<file path="src/hdl/rob_config.svh">
`ifndef ROB_CONFIG_SVH
`define ROB_CONFIG_SVH

// reorder buffer entries, power of two
`define ROB_DEPTH 16

// architectural integer registers
`define REG_COUNT 32

// result width
`define XLEN 32

// program counter width
`define ADDR_W 32

`endif

</file>
<file path="src/hdl/rob_pkg.sv">
`default_nettype none

`include "rob_config.svh"

package rob_pkg;

    // derived widths
    localparam int ROB_TAG_W  = $clog2(`ROB_DEPTH);
    localparam int REG_NAME_W = $clog2(`REG_COUNT);

    // index of an entry in the buffer
    typedef logic [ROB_TAG_W-1:0] rob_tag_t;

    // architectural register number
    typedef logic [REG_NAME_W-1:0] reg_name_t;

    // execution result
    typedef logic [`XLEN-1:0] data_t;

    // branch target, redirect pc
    typedef logic [`ADDR_W-1:0] addr_t;

endpackage

`default_nettype wire

</file>
<file path="src/hdl/wb_bus_if.sv">
`timescale 1ns/1ps
`default_nettype none

interface wb_bus_if;
    import rob_pkg::*;

    logic     valid;
    rob_tag_t tag;
    data_t    data;
    // resolved direction and target, only meaningful for branches
    logic     taken;
    addr_t    target;

    modport producer (
        output valid, tag, data, taken, target
    );

    modport rob (
        input valid, tag, data, taken, target
    );

endinterface

`default_nettype wire

</file>
<file path="src/hdl/commit_if.sv">
`timescale 1ns/1ps
`default_nettype none

interface commit_if;
    import rob_pkg::*;

    // strobe, no back-pressure
    logic      valid;
    rob_tag_t  tag;
    reg_name_t rd;
    data_t     data;

    modport rob (
        output valid, tag, rd, data
    );

    // rename only needs the tag and rd to release a mapping
    modport rename (
        input valid, tag, rd
    );

endinterface

`default_nettype wire

</file>
<file path="src/hdl/rename_table.sv">
`timescale 1ns/1ps
`default_nettype none

`include "rob_config.svh"

module rename_table (
    input  wire                   clk,
    input  wire                   arst_n,
    input  wire                   flush,
    input  wire                   alloc_fire,
    input  wire rob_pkg::reg_name_t alloc_rd,
    input  wire rob_pkg::rob_tag_t  alloc_tag,
    commit_if.rename              cm,
    input  wire rob_pkg::reg_name_t rs1,
    input  wire rob_pkg::reg_name_t rs2,
    output logic                  rs1_busy,
    output rob_pkg::rob_tag_t     rs1_tag,
    output logic                  rs2_busy,
    output rob_pkg::rob_tag_t     rs2_tag
);
    import rob_pkg::*;

    // pending producer per register
    logic [`REG_COUNT-1:0] busy_q;
    rob_tag_t              tag_q [`REG_COUNT];

    logic commit_release;
    logic alloc_map;

    // only release if no younger producer took the register over
    assign commit_release = cm.valid && busy_q[cm.rd] && (tag_q[cm.rd] == cm.tag);

    // x0 is hardwired, never wait on it
    assign alloc_map = alloc_fire && (alloc_rd != '0);

    always_ff @(posedge clk or negedge arst_n) begin
        if (!arst_n) begin
            busy_q <= '0;
            for (int i = 0; i < `REG_COUNT; i++) begin
                tag_q[i] <= '0;
            end
        end else if (flush) begin
            busy_q <= '0;
        end else begin
            if (commit_release) begin
                busy_q[cm.rd] <= 1'b0;
            end
            // later assignment, so a new mapping beats a same-cycle release
            if (alloc_map) begin
                busy_q[alloc_rd] <= 1'b1;
                tag_q[alloc_rd]  <= alloc_tag;
            end
        end
    end

    // operand lookups
    always_comb begin
        rs1_busy = busy_q[rs1];
        rs1_tag  = tag_q[rs1];
        rs2_busy = busy_q[rs2];
        rs2_tag  = tag_q[rs2];
    end

    // the buffer must drop allocation while it flushes
    a_no_alloc_on_flush: assert property (
        @(posedge clk) disable iff (!arst_n)
        !(alloc_fire && flush)
    );

endmodule

`default_nettype wire

</file>
<file path="src/hdl/reorder_buffer.sv">
`timescale 1ns/1ps
`default_nettype none

`include "rob_config.svh"

module reorder_buffer (
    input  wire                     clk,
    input  wire                     arst_n,
    input  wire                     alloc_en,
    input  wire rob_pkg::reg_name_t alloc_rd,
    input  wire                     alloc_is_store,
    input  wire                     alloc_is_branch,
    input  wire                     alloc_pred_taken,
    output logic                    alloc_fire,
    output logic                    full,
    output rob_pkg::rob_tag_t       alloc_tag,
    wb_bus_if.rob                   wb,
    commit_if.rob                   cm,
    output logic                    store_release,
    output rob_pkg::rob_tag_t       store_tag,
    output logic                    flush,
    output rob_pkg::addr_t          redirect_pc
);
    import rob_pkg::*;

    localparam int CNT_W = $clog2(`ROB_DEPTH) + 1;

    // per-entry control
    logic [`ROB_DEPTH-1:0] valid_q;
    logic [`ROB_DEPTH-1:0] done_q;

    // per-entry payload
    logic [`ROB_DEPTH-1:0] store_q;
    logic [`ROB_DEPTH-1:0] branch_q;
    logic [`ROB_DEPTH-1:0] pred_q;
    logic [`ROB_DEPTH-1:0] actual_q;
    reg_name_t             rd_q     [`ROB_DEPTH];
    data_t                 data_q   [`ROB_DEPTH];
    addr_t                 target_q [`ROB_DEPTH];

    rob_tag_t              head_q;
    rob_tag_t              tail_q;
    logic [CNT_W-1:0]      count_q;

    logic empty;
    logic head_ready;
    logic head_mispredict;
    logic retire;

    assign empty = (count_q == '0);
    assign full  = (count_q == CNT_W'(`ROB_DEPTH));

    assign alloc_tag = tail_q;
    // nothing new enters while the buffer is being wiped
    assign alloc_fire = alloc_en && !full && !flush;

    // head retirement decision, all from registered state
    assign head_ready      = !empty && valid_q[head_q] && done_q[head_q];
    assign head_mispredict = head_ready && branch_q[head_q]
                             && (pred_q[head_q] != actual_q[head_q]);
    assign retire          = head_ready;

    always_comb begin
        cm.valid      = head_ready && !store_q[head_q];
        cm.tag        = head_q;
        cm.rd         = rd_q[head_q];
        cm.data       = data_q[head_q];
        store_release = head_ready && store_q[head_q];
        store_tag     = head_q;
        flush         = head_mispredict;
        redirect_pc   = head_mispredict ? target_q[head_q] : '0;
    end

    // pointers and occupancy
    always_ff @(posedge clk or negedge arst_n) begin
        if (!arst_n) begin
            head_q  <= '0;
            tail_q  <= '0;
            count_q <= '0;
        end else if (flush) begin
            head_q  <= '0;
            tail_q  <= '0;
            count_q <= '0;
        end else begin
            if (alloc_fire) begin
                tail_q <= tail_q + 1'b1;
            end
            if (retire) begin
                head_q <= head_q + 1'b1;
            end
            case ({alloc_fire, retire})
                2'b10:   count_q <= count_q + 1'b1;
                2'b01:   count_q <= count_q - 1'b1;
                default: count_q <= count_q;
            endcase
        end
    end

    // occupancy and completion flags
    always_ff @(posedge clk or negedge arst_n) begin
        if (!arst_n) begin
            valid_q <= '0;
            done_q  <= '0;
        end else if (flush) begin
            valid_q <= '0;
            done_q  <= '0;
        end else begin
            if (retire) begin
                valid_q[head_q] <= 1'b0;
                done_q[head_q]  <= 1'b0;
            end
            if (alloc_fire) begin
                valid_q[tail_q] <= 1'b1;
                done_q[tail_q]  <= 1'b0;
            end
            // results come back in any order, indexed by tag
            if (wb.valid) begin
                done_q[wb.tag] <= 1'b1;
            end
        end
    end

    // payload capture
    always_ff @(posedge clk) begin
        if (alloc_fire) begin
            rd_q[tail_q]     <= alloc_rd;
            store_q[tail_q]  <= alloc_is_store;
            branch_q[tail_q] <= alloc_is_branch;
            pred_q[tail_q]   <= alloc_pred_taken;
        end
        if (wb.valid) begin
            data_q[wb.tag]   <= wb.data;
            actual_q[wb.tag] <= wb.taken;
            target_q[wb.tag] <= wb.target;
        end
    end

    // producers only report tags that are in flight
    a_wb_occupied: assert property (
        @(posedge clk) disable iff (!arst_n)
        wb.valid |-> valid_q[wb.tag]
    );

    // each tag completes once per allocation
    a_wb_not_done: assert property (
        @(posedge clk) disable iff (!arst_n)
        wb.valid |-> !done_q[wb.tag]
    );

    // count and head pointer agree on the oldest entry
    a_head_occupied: assert property (
        @(posedge clk) disable iff (!arst_n)
        !empty |-> valid_q[head_q]
    );

endmodule

`default_nettype wire

</file>
<file path="src/hdl/rob_core.sv">
`timescale 1ns/1ps
`default_nettype none

module rob_core (
    input  wire                     clk,
    input  wire                     arst_n,
    // allocation
    input  wire                     alloc_en,
    input  wire rob_pkg::reg_name_t alloc_rd,
    input  wire                     alloc_is_store,
    input  wire                     alloc_is_branch,
    input  wire                     alloc_pred_taken,
    output logic                    alloc_fire,
    output logic                    full,
    output rob_pkg::rob_tag_t       alloc_tag,
    // writeback
    input  wire                     wb_valid,
    input  wire rob_pkg::rob_tag_t  wb_tag,
    input  wire rob_pkg::data_t     wb_data,
    input  wire                     wb_taken,
    input  wire rob_pkg::addr_t     wb_target,
    // commit
    output logic                    commit_valid,
    output rob_pkg::rob_tag_t       commit_tag,
    output rob_pkg::reg_name_t      commit_rd,
    output rob_pkg::data_t          commit_data,
    output logic                    store_release,
    output rob_pkg::rob_tag_t       store_tag,
    // mispredict recovery
    output logic                    flush,
    output rob_pkg::addr_t          redirect_pc,
    // operand lookups
    input  wire rob_pkg::reg_name_t rs1,
    input  wire rob_pkg::reg_name_t rs2,
    output logic                    rs1_busy,
    output rob_pkg::rob_tag_t       rs1_tag,
    output logic                    rs2_busy,
    output rob_pkg::rob_tag_t       rs2_tag
);

    wb_bus_if wb_bus ();
    commit_if cm_bus ();

    assign wb_bus.valid  = wb_valid;
    assign wb_bus.tag    = wb_tag;
    assign wb_bus.data   = wb_data;
    assign wb_bus.taken  = wb_taken;
    assign wb_bus.target = wb_target;

    assign commit_valid = cm_bus.valid;
    assign commit_tag   = cm_bus.tag;
    assign commit_rd    = cm_bus.rd;
    assign commit_data  = cm_bus.data;

    reorder_buffer reorder_buffer_inst (
        .clk              (clk),
        .arst_n           (arst_n),
        .alloc_en         (alloc_en),
        .alloc_rd         (alloc_rd),
        .alloc_is_store   (alloc_is_store),
        .alloc_is_branch  (alloc_is_branch),
        .alloc_pred_taken (alloc_pred_taken),
        .alloc_fire       (alloc_fire),
        .full             (full),
        .alloc_tag        (alloc_tag),
        .wb               (wb_bus.rob),
        .cm               (cm_bus.rob),
        .store_release    (store_release),
        .store_tag        (store_tag),
        .flush            (flush),
        .redirect_pc      (redirect_pc)
    );

    rename_table rename_table_inst (
        .clk        (clk),
        .arst_n     (arst_n),
        .flush      (flush),
        .alloc_fire (alloc_fire),
        .alloc_rd   (alloc_rd),
        .alloc_tag  (alloc_tag),
        .cm         (cm_bus.rename),
        .rs1        (rs1),
        .rs2        (rs2),
        .rs1_busy   (rs1_busy),
        .rs1_tag    (rs1_tag),
        .rs2_busy   (rs2_busy),
        .rs2_tag    (rs2_tag)
    );

endmodule

`default_nettype wire

</file>
<file path="config.mk">
export PLATFORM = sky130hd
export DESIGN_NAME = rob_core
export DESIGN_NICKNAME = d
export VERILOG_FILES = /design/src/hdl/rob_pkg.sv /design/src/hdl/wb_bus_if.sv /design/src/hdl/commit_if.sv /design/src/hdl/rename_table.sv /design/src/hdl/reorder_buffer.sv /design/src/hdl/rob_core.sv
export VERILOG_INCLUDE_DIRS = /design/src /design/src/hdl
export SDC_FILE = /design/constraint.sdc
export NUM_CORES = 2
export LEC_CHECK = 0
export BUFFER_PORTS_ARGS = -buffer_cell sky130_fd_sc_hd__buf_2
export CAP_MARGIN = 15
export CORE_MARGIN = 4
export CORE_UTILIZATION = 30
export CTS_CLUSTER_SIZE = 16
export DETAILED_ROUTE_END_ITERATION = 8
export MAX_ROUTING_LAYER = met4
export SLEW_MARGIN = 20
export SYNTH_ARGS = -nofsm -noshare
export SYNTH_HDL_FRONTEND = slang
export SYNTH_SLANG_ARGS = --single-unit
</file>
<file path="constraint.sdc">
create_clock -name clk -period 4.8 [get_ports clk]
set_input_delay 0.96 -clock clk [delete_from_list [all_inputs] [get_ports clk]]
set_output_delay 0.96 -clock clk [all_outputs]
set_load 0.005 [all_outputs]
</file>
==> Word level (Yosys, flattened, before mapping) <==
Memories as Yosys holds them, arrays and structs flattened.
Index checks and enable logic that the tools add are counted.
{ "word_totals": {"out_inout_bits": 96, "wordCells": 182, "reg_bits": 269, "n_memories": 3, "ram_bits": 1104, "latchBits": 0, "rom_bits": 0, "inputBits": 91} }
{ "memory_table": {"columns": ["name", "words", "word_bits", "rd", "rd_clocked_by_memory_dff", "write_ports", "line", "source"], "rows": [
  ["reorder_buffer_inst.data_q", 16, 32, 1, 0, 1, "reorder_buffer.sv:38", "data_t data_q [`ROB_DEPTH];"],
  ["reorder_buffer_inst.target_q", 16, 32, 1, 0, 1, "reorder_buffer.sv:39", "addr_t target_q [`ROB_DEPTH];"],
  ["reorder_buffer_inst.rd_q", 16, 5, 1, 0, 1, "reorder_buffer.sv:37", "reg_name_t rd_q [`ROB_DEPTH];"]
]} }
{ "op_classes": {"eq_ne": 5, "n_div": 0, "mux": 69, "n_shift": 0, "addsub": 4, "magnitude_cmp": 17, "multipliers": 0, "bitwise_logic": 15, "n_reduce_logical": 27} }
{ "op_table": {"columns": ["op", "count"], "rows": [
  ["2-to-1 mux 16 bit", 10],
  ["2-to-1 mux 32 bit", 5],
  ["bitwise mux 128 bit", 1],
  ["bitwise mux 16 bit", 4],
  ["binary-select mux 4 bit (select 5 bit)", 3],
  ["AND 16 bit", 3],
  ["2-to-1 mux 4 bit", 11],
  ["AND 32 bit", 1],
  ["inverter 16 bit", 2],
  ["inverter 32 bit", 1],
  ["OR 16 bit", 2],
  ["OR 32 bit", 1],
  ["binary-select mux 1 bit (select 4 bit)", 6],
  ["greater-or-equal comparator 6 bit (second input constant)", 4],
  ["less-than comparator 5 x 6 -> 1 bit (second input constant)", 4],
  ["inverter 5 -> 6 bit", 4],
  ["demux 4 bit (select 5 bit)", 1],
  ["2-to-1 mux 1 bit", 18],
  ["logical AND 1 bit", 17],
  ["binary-select mux 1 bit (select 5 bit)", 3],
  ["less-than comparator 4 x 5 -> 1 bit (second input constant)", 3],
  ["demux 1 bit (select 4 bit)", 3],
  ["greater-or-equal comparator 4 x 1 -> 1 bit (second input constant)", 3],
  ["demux 1 bit (select 5 bit)", 2],
  ["other kinds (19)", 25]
]} }

==> Logic depth before layout (Yosys ltp) <==
{ "logic_depth": {"depth_word": 14, "ltp_mapped": 21, "depth_no_buf": 17} }

==> Cells and area by module <==
A second synthesis with hierarchy kept.
{ "hier_totals": {"hier_cells": 2749, "area_unflattened_um2": 57164.8} }
{ "by_module_without_submodules": {"columns": ["module", "instances", "cells_each", "seq_area_each_um2", "area_each_um2"], "rows": [
  ["reorder_buffer", 1, 1994, 36199.7, 46910.0],
  ["rename_table", 1, 755, 4003.8, 10254.8]
]} }

==> Worst setup path before layout <==
No wires, ideal clock.
{ "synth_timing": {"path_type": "input-to-reg", "startpoint": "in wb_tag[0]", "endpoint": "reg reorder_buffer_inst.actual_q[12], enable pin", "arrival_ns": 5.673, "setup_time_ns": 0.570, "stages": 2, "path_slack_ns": -1.443, "path_cell_list": "clkbuf_1 > nor3_1"} }
{ "synth_lines": {"columns": ["element", "line", "source"], "rows": [
  ["start, declared", "rob_core.sv:18", "input wire rob_pkg::rob_tag_t wb_tag,"],
  ["end signal, assigned by index", "reorder_buffer.sv:133", "actual_q[wb.tag] <= wb.taken;"],
  ["end, declared", "reorder_buffer.sv:36", "logic [`ROB_DEPTH-1:0] actual_q;"]
]} }

==> Worst setup path in the final report <==
{ "layout_timing": {"startpoint": "reg reorder_buffer_inst.head_q[1], in the netlist reorder_buffer_inst.cm.tag[1]", "endpoint": "out redirect_pc[10]"} }
{ "layout_between": {"elab_chain_cells": 7, "word_cells_on_any_way": 17} }
{ "layout_lines": {"columns": ["element", "line", "source"], "rows": [
  ["start, declared", "reorder_buffer.sv:41", "rob_tag_t head_q;"],
  ["start signal, assigned", "reorder_buffer.sv:89", "head_q <= head_q + 1'b1;"],
  ["binary-select mux 1 bit (select 4 bit)", "reorder_buffer.sv:58", "assign head_ready = !empty && valid_q[head_q] && done_q[head_q];"],
  ["2-to-1 mux 1 bit (implied by the code)", "reorder_buffer.sv:58", null],
  ["logical AND 1 bit (2 in a row)", "reorder_buffer.sv:58", null],
  ["logical AND 1 bit", "reorder_buffer.sv:59", "assign head_mispredict = head_ready && branch_q[head_q]"],
  ["logical AND 1 bit", "reorder_buffer.sv:60", "&& (pred_q[head_q] != actual_q[head_q]);"],
  ["2-to-1 mux 32 bit *", "reorder_buffer.sv:71", "redirect_pc = head_mispredict ? target_q[head_q] : '0;"],
  ["end, declared", "rob_core.sv:31", "output rob_pkg::addr_t redirect_pc,"]
]} }
Every way passes the cells marked *; elsewhere a longest branch is shown, timed or not. The select of a mux whose other input is x is not followed.

==> results.sh <==
export IMPL_power_density_nw_per_um2=585
export IMPL_drv_cap=0
export IMPL_avgRoutedWirePerCell_um=26.2
export IMPL_die_w_um=444
export IMPL_grt_pass1_wl_um=218000
export IMPL_grt_pass1_vias=30100
export IMPL_yosysSeqAreaShare_pct=70.5
export IMPL_die_h_um=444
export IMPL_tightest_slew_ns=1.05
export IMPL_ys_types=63
export IMPL_core_rowCount=159
export IMPL_finalCritPeriodShare_pct=95.7
export IMPL_period_needed_ns=4.59
export IMPL_synth_avg_cell_area_sq_um=20.0
export IMPL_worst_clock_skew_ns=0.0511
export IMPL_yosysTopAreaCell="edfxtp_1"
export IMPL_track_usage_pct=15.6
export IMPL_drtPass1Iterations=6
export IMPL_clk_pin_slew_ns=0.06
export IMPL_start_util_pct=30.2
export IMPL_area_growth_pct=16.7
export IMPL_cts_hold_buf=0
export IMPL_crit_required_ns=3.84
export IMPL_synth_area_top_cells="edfxtp_1 62%, mux4_2 18%, dfrtp_1 9.0%"
export IMPL_routed_wl_um=150000
export IMPL_irDropWorstVdd_uv=367
export IMPL_synth_seq_cells=1373
export IMPL_cts_tree="built"
export IMPL_worstPathArrival_ns=3.63
export IMPL_start_kind="flop"
export IMPL_core_area_sq_um=188000
export IMPL_yosys_warnings=0
export IMPL_dieArea_sq_um=197000
export IMPL_cts_sinks=1373
export IMPL_syn_nets=2957
export IMPL_finalHoldViolCount=0
export IMPL_top_layer_used="met4"
export IMPL_yosys_most_used_dff="edfxtp_1"
export IMPL_fin_tns_setup_ns=0
export IMPL_met1_length_um=62600
export IMPL_synthCells=2854
export IMPL_status="finished clean"
export IMPL_clk_path_buf_depth=3
export IMPL_power_uw=38900
export IMPL_vias=29400
export IMPL_antenna_found_initial=34
export IMPL_clock_latency_ns=0.79
export IMPL_place_detailed_hpwl_um=85000
export IMPL_cp_max_fo=46
export IMPL_worst_setup_path_end_kind="output pin"
export IMPL_antenna_left=0
export IMPL_htreeDepth=4
export IMPL_overflow=0
export IMPL_min_path_type="in -> async"
export IMPL_whs_ns=0.308
export IMPL_port_buffers=186
export IMPL_worst_setup_path_type="reg -> out"
export IMPL_timing_slew_headroom_pct=29.9
export IMPL_p_leak_uw=0.0222
export IMPL_nets=3226
export IMPL_ioPinCount=187
export IMPL_grt_max_degree=109
export IMPL_rsz0062_at_grt="false"
export IMPL_finish_utilization_pct=35.3
export IMPL_synthArstFlopShare_pct=14.9
export IMPL_synth_edff_count=1168
export IMPL_cts_root_buf="clkbuf_16"
export IMPL_cts_inserted_buffers=149
export IMPL_drc=0
export IMPL_drv_slew=0
export IMPL_setup_viol_count_final=0
export IMPL_layout_drive_gt1_share_pct=34.5
export IMPL_clock_fmax_ghz=0.218
export IMPL_wl_met2_um=76900
export IMPL_wl_met3_um=7660
export IMPL_drt_vias_per_instance=5.11
export IMPL_syn_cell_area_sq_um=57000
export IMPL_drt_iter0_drc=2736
export IMPL_finalWeightedCongestion=0.870
export IMPL_synth_top_area_share_pct=61.5
==> Yosys cell counts, drive strengths merged (26+ instances only) <==
cell	number
o21ai	45
nand2	140
edfxtp	1168
mux4	463
mux2	105
mux2i	73
nand3	26
nor2	83
clkbuf	105
and2	54
dfrtp	205
a21oi	69
a31oi	33
buf	80
==> critical path, cell delays in order (launching register included) <==
cell and delay [ns]:
dfrtp_4 0.56, buf_12 0.27, mux4_2 0.36, mux4_2 0.49, xor2_1 0.22, nand3_2 0.14, clkinv_2 0.10, buf_12 0.26
and2_2 0.28, buf_2 0.14
==> power by group <==
part           total [uW]  switching (uW)  internal, uW
Sequential          15000             921         14000
Clock               11400            4790          6610
Combinational       12500            6550          5980
Total               38900           12300         26600
==> worst paths after layout <==
check	start	end	slack, ns	depth (start not counted)
max in group asynchronous	arst_n	reorder_buffer_inst.cm.tag[0]	3.47	2
max reg2reg	reorder_buffer_inst.cm.tag[1]	reorder_buffer_inst.count_q[4]	0.46	16
min in group clk	rename_table_inst.tag_q[126]	rename_table_inst.tag_q[126]	0.44	0
max	reorder_buffer_inst.cm.tag[1]	redirect_pc[10]	0.21	9
min reg2reg	rename_table_inst.tag_q[126]	rename_table_inst.tag_q[126]	0.44	0
min	arst_n	rename_table_inst.tag_q[33]	0.31	1
==> layout by cell type, fill, tap and decap left out, drive strengths merged, types with 69 or more instances in the layout <==
master and count:
edfxtp 1168, nand2 140, clkbuf 186, mux4 463, nor2 83, buf 301, mux2i 73, mux2 105
a21oi 69, dfrtp 205
==> metrics by stage <==
step           setup WS, ns  area [sq um]  std cells
2_1_floorplan         0.138         57000       2854
3_3_place_gp          0.256         61500       5465
3_5_place_dp          0.378         61500       5465
6_report              0.207         66500       5745
5_1_grt              0.0125         66500       5741
4_1_cts              0.0252         66500       5731
==> registers in the layout, indices dropped and copies added (netlist names) <==
| signal | count |
|---|---|
| reorder_buffer_inst.actual_q | 16 |
| reorder_buffer_inst.store_q | 16 |
| reorder_buffer_inst.done_q | 16 |
| reorder_buffer_inst.alloc_tag | 4 |
| reorder_buffer_inst.rd_q | 80 |
| reorder_buffer_inst.cm.tag | 4 |
| reorder_buffer_inst.valid_q | 16 |
| reorder_buffer_inst.data_q | 512 |
| reorder_buffer_inst.pred_q | 16 |
| rename_table_inst.tag_q | 128 |
| reorder_buffer_inst.target_q | 512 |
| reorder_buffer_inst.branch_q | 16 |
| rename_table_inst.busy_q | 32 |
| reorder_buffer_inst.count_q | 5 |
==> area by class of cell <==
class,instances,area (sq um)
Clock inverter,80,980
Sequential cell,1373,40200
Tap cell,2495,3120
Inverter,28,139
Clock buffer,184,3910
Timing Repair Buffer,303,2250
Antenna cell,14,35.0
Multi-Input combinational cell,1268,15900
Fill cell,17400,122000
==> metal layers <==
layer / vias to the layer above / global-route usage [%]
met5: - / -
met4: 0 / 3.91
met3: 229 / 2.64
met2: 933 / 26.0
met1: 15900 / 19.8
li1: 12300 / -
==> cells by family (layout without fill, tap and decap cells) <==
family | Yosys count | count (layout) | share of synthesized area [%]
AO/OA/AOI/OAI | 219 | 219 | 2.32
other | 0 | 14 | 0
AND/OR/NAND/NOR | 381 | 381 | 3.25
XOR/XNOR | 15 | 15 | 0.231
flip-flops | 1373 | 1373 | 70.5
buffers and inverters | 213 | 595 | 1.72
adder cells (fa/ha/maj) | 12 | 12 | 0.263
multiplexers | 641 | 641 | 21.7
==> what timing repair did <==
item                       in CTS  in global routing
setup endpoints to repair      40                 10
setup buffers                   1                  0
pin swaps                       0                  0
cloned                          1                  0
resized for setup               7                  4
No activity file was read; power rests on OpenSTA's default activity.
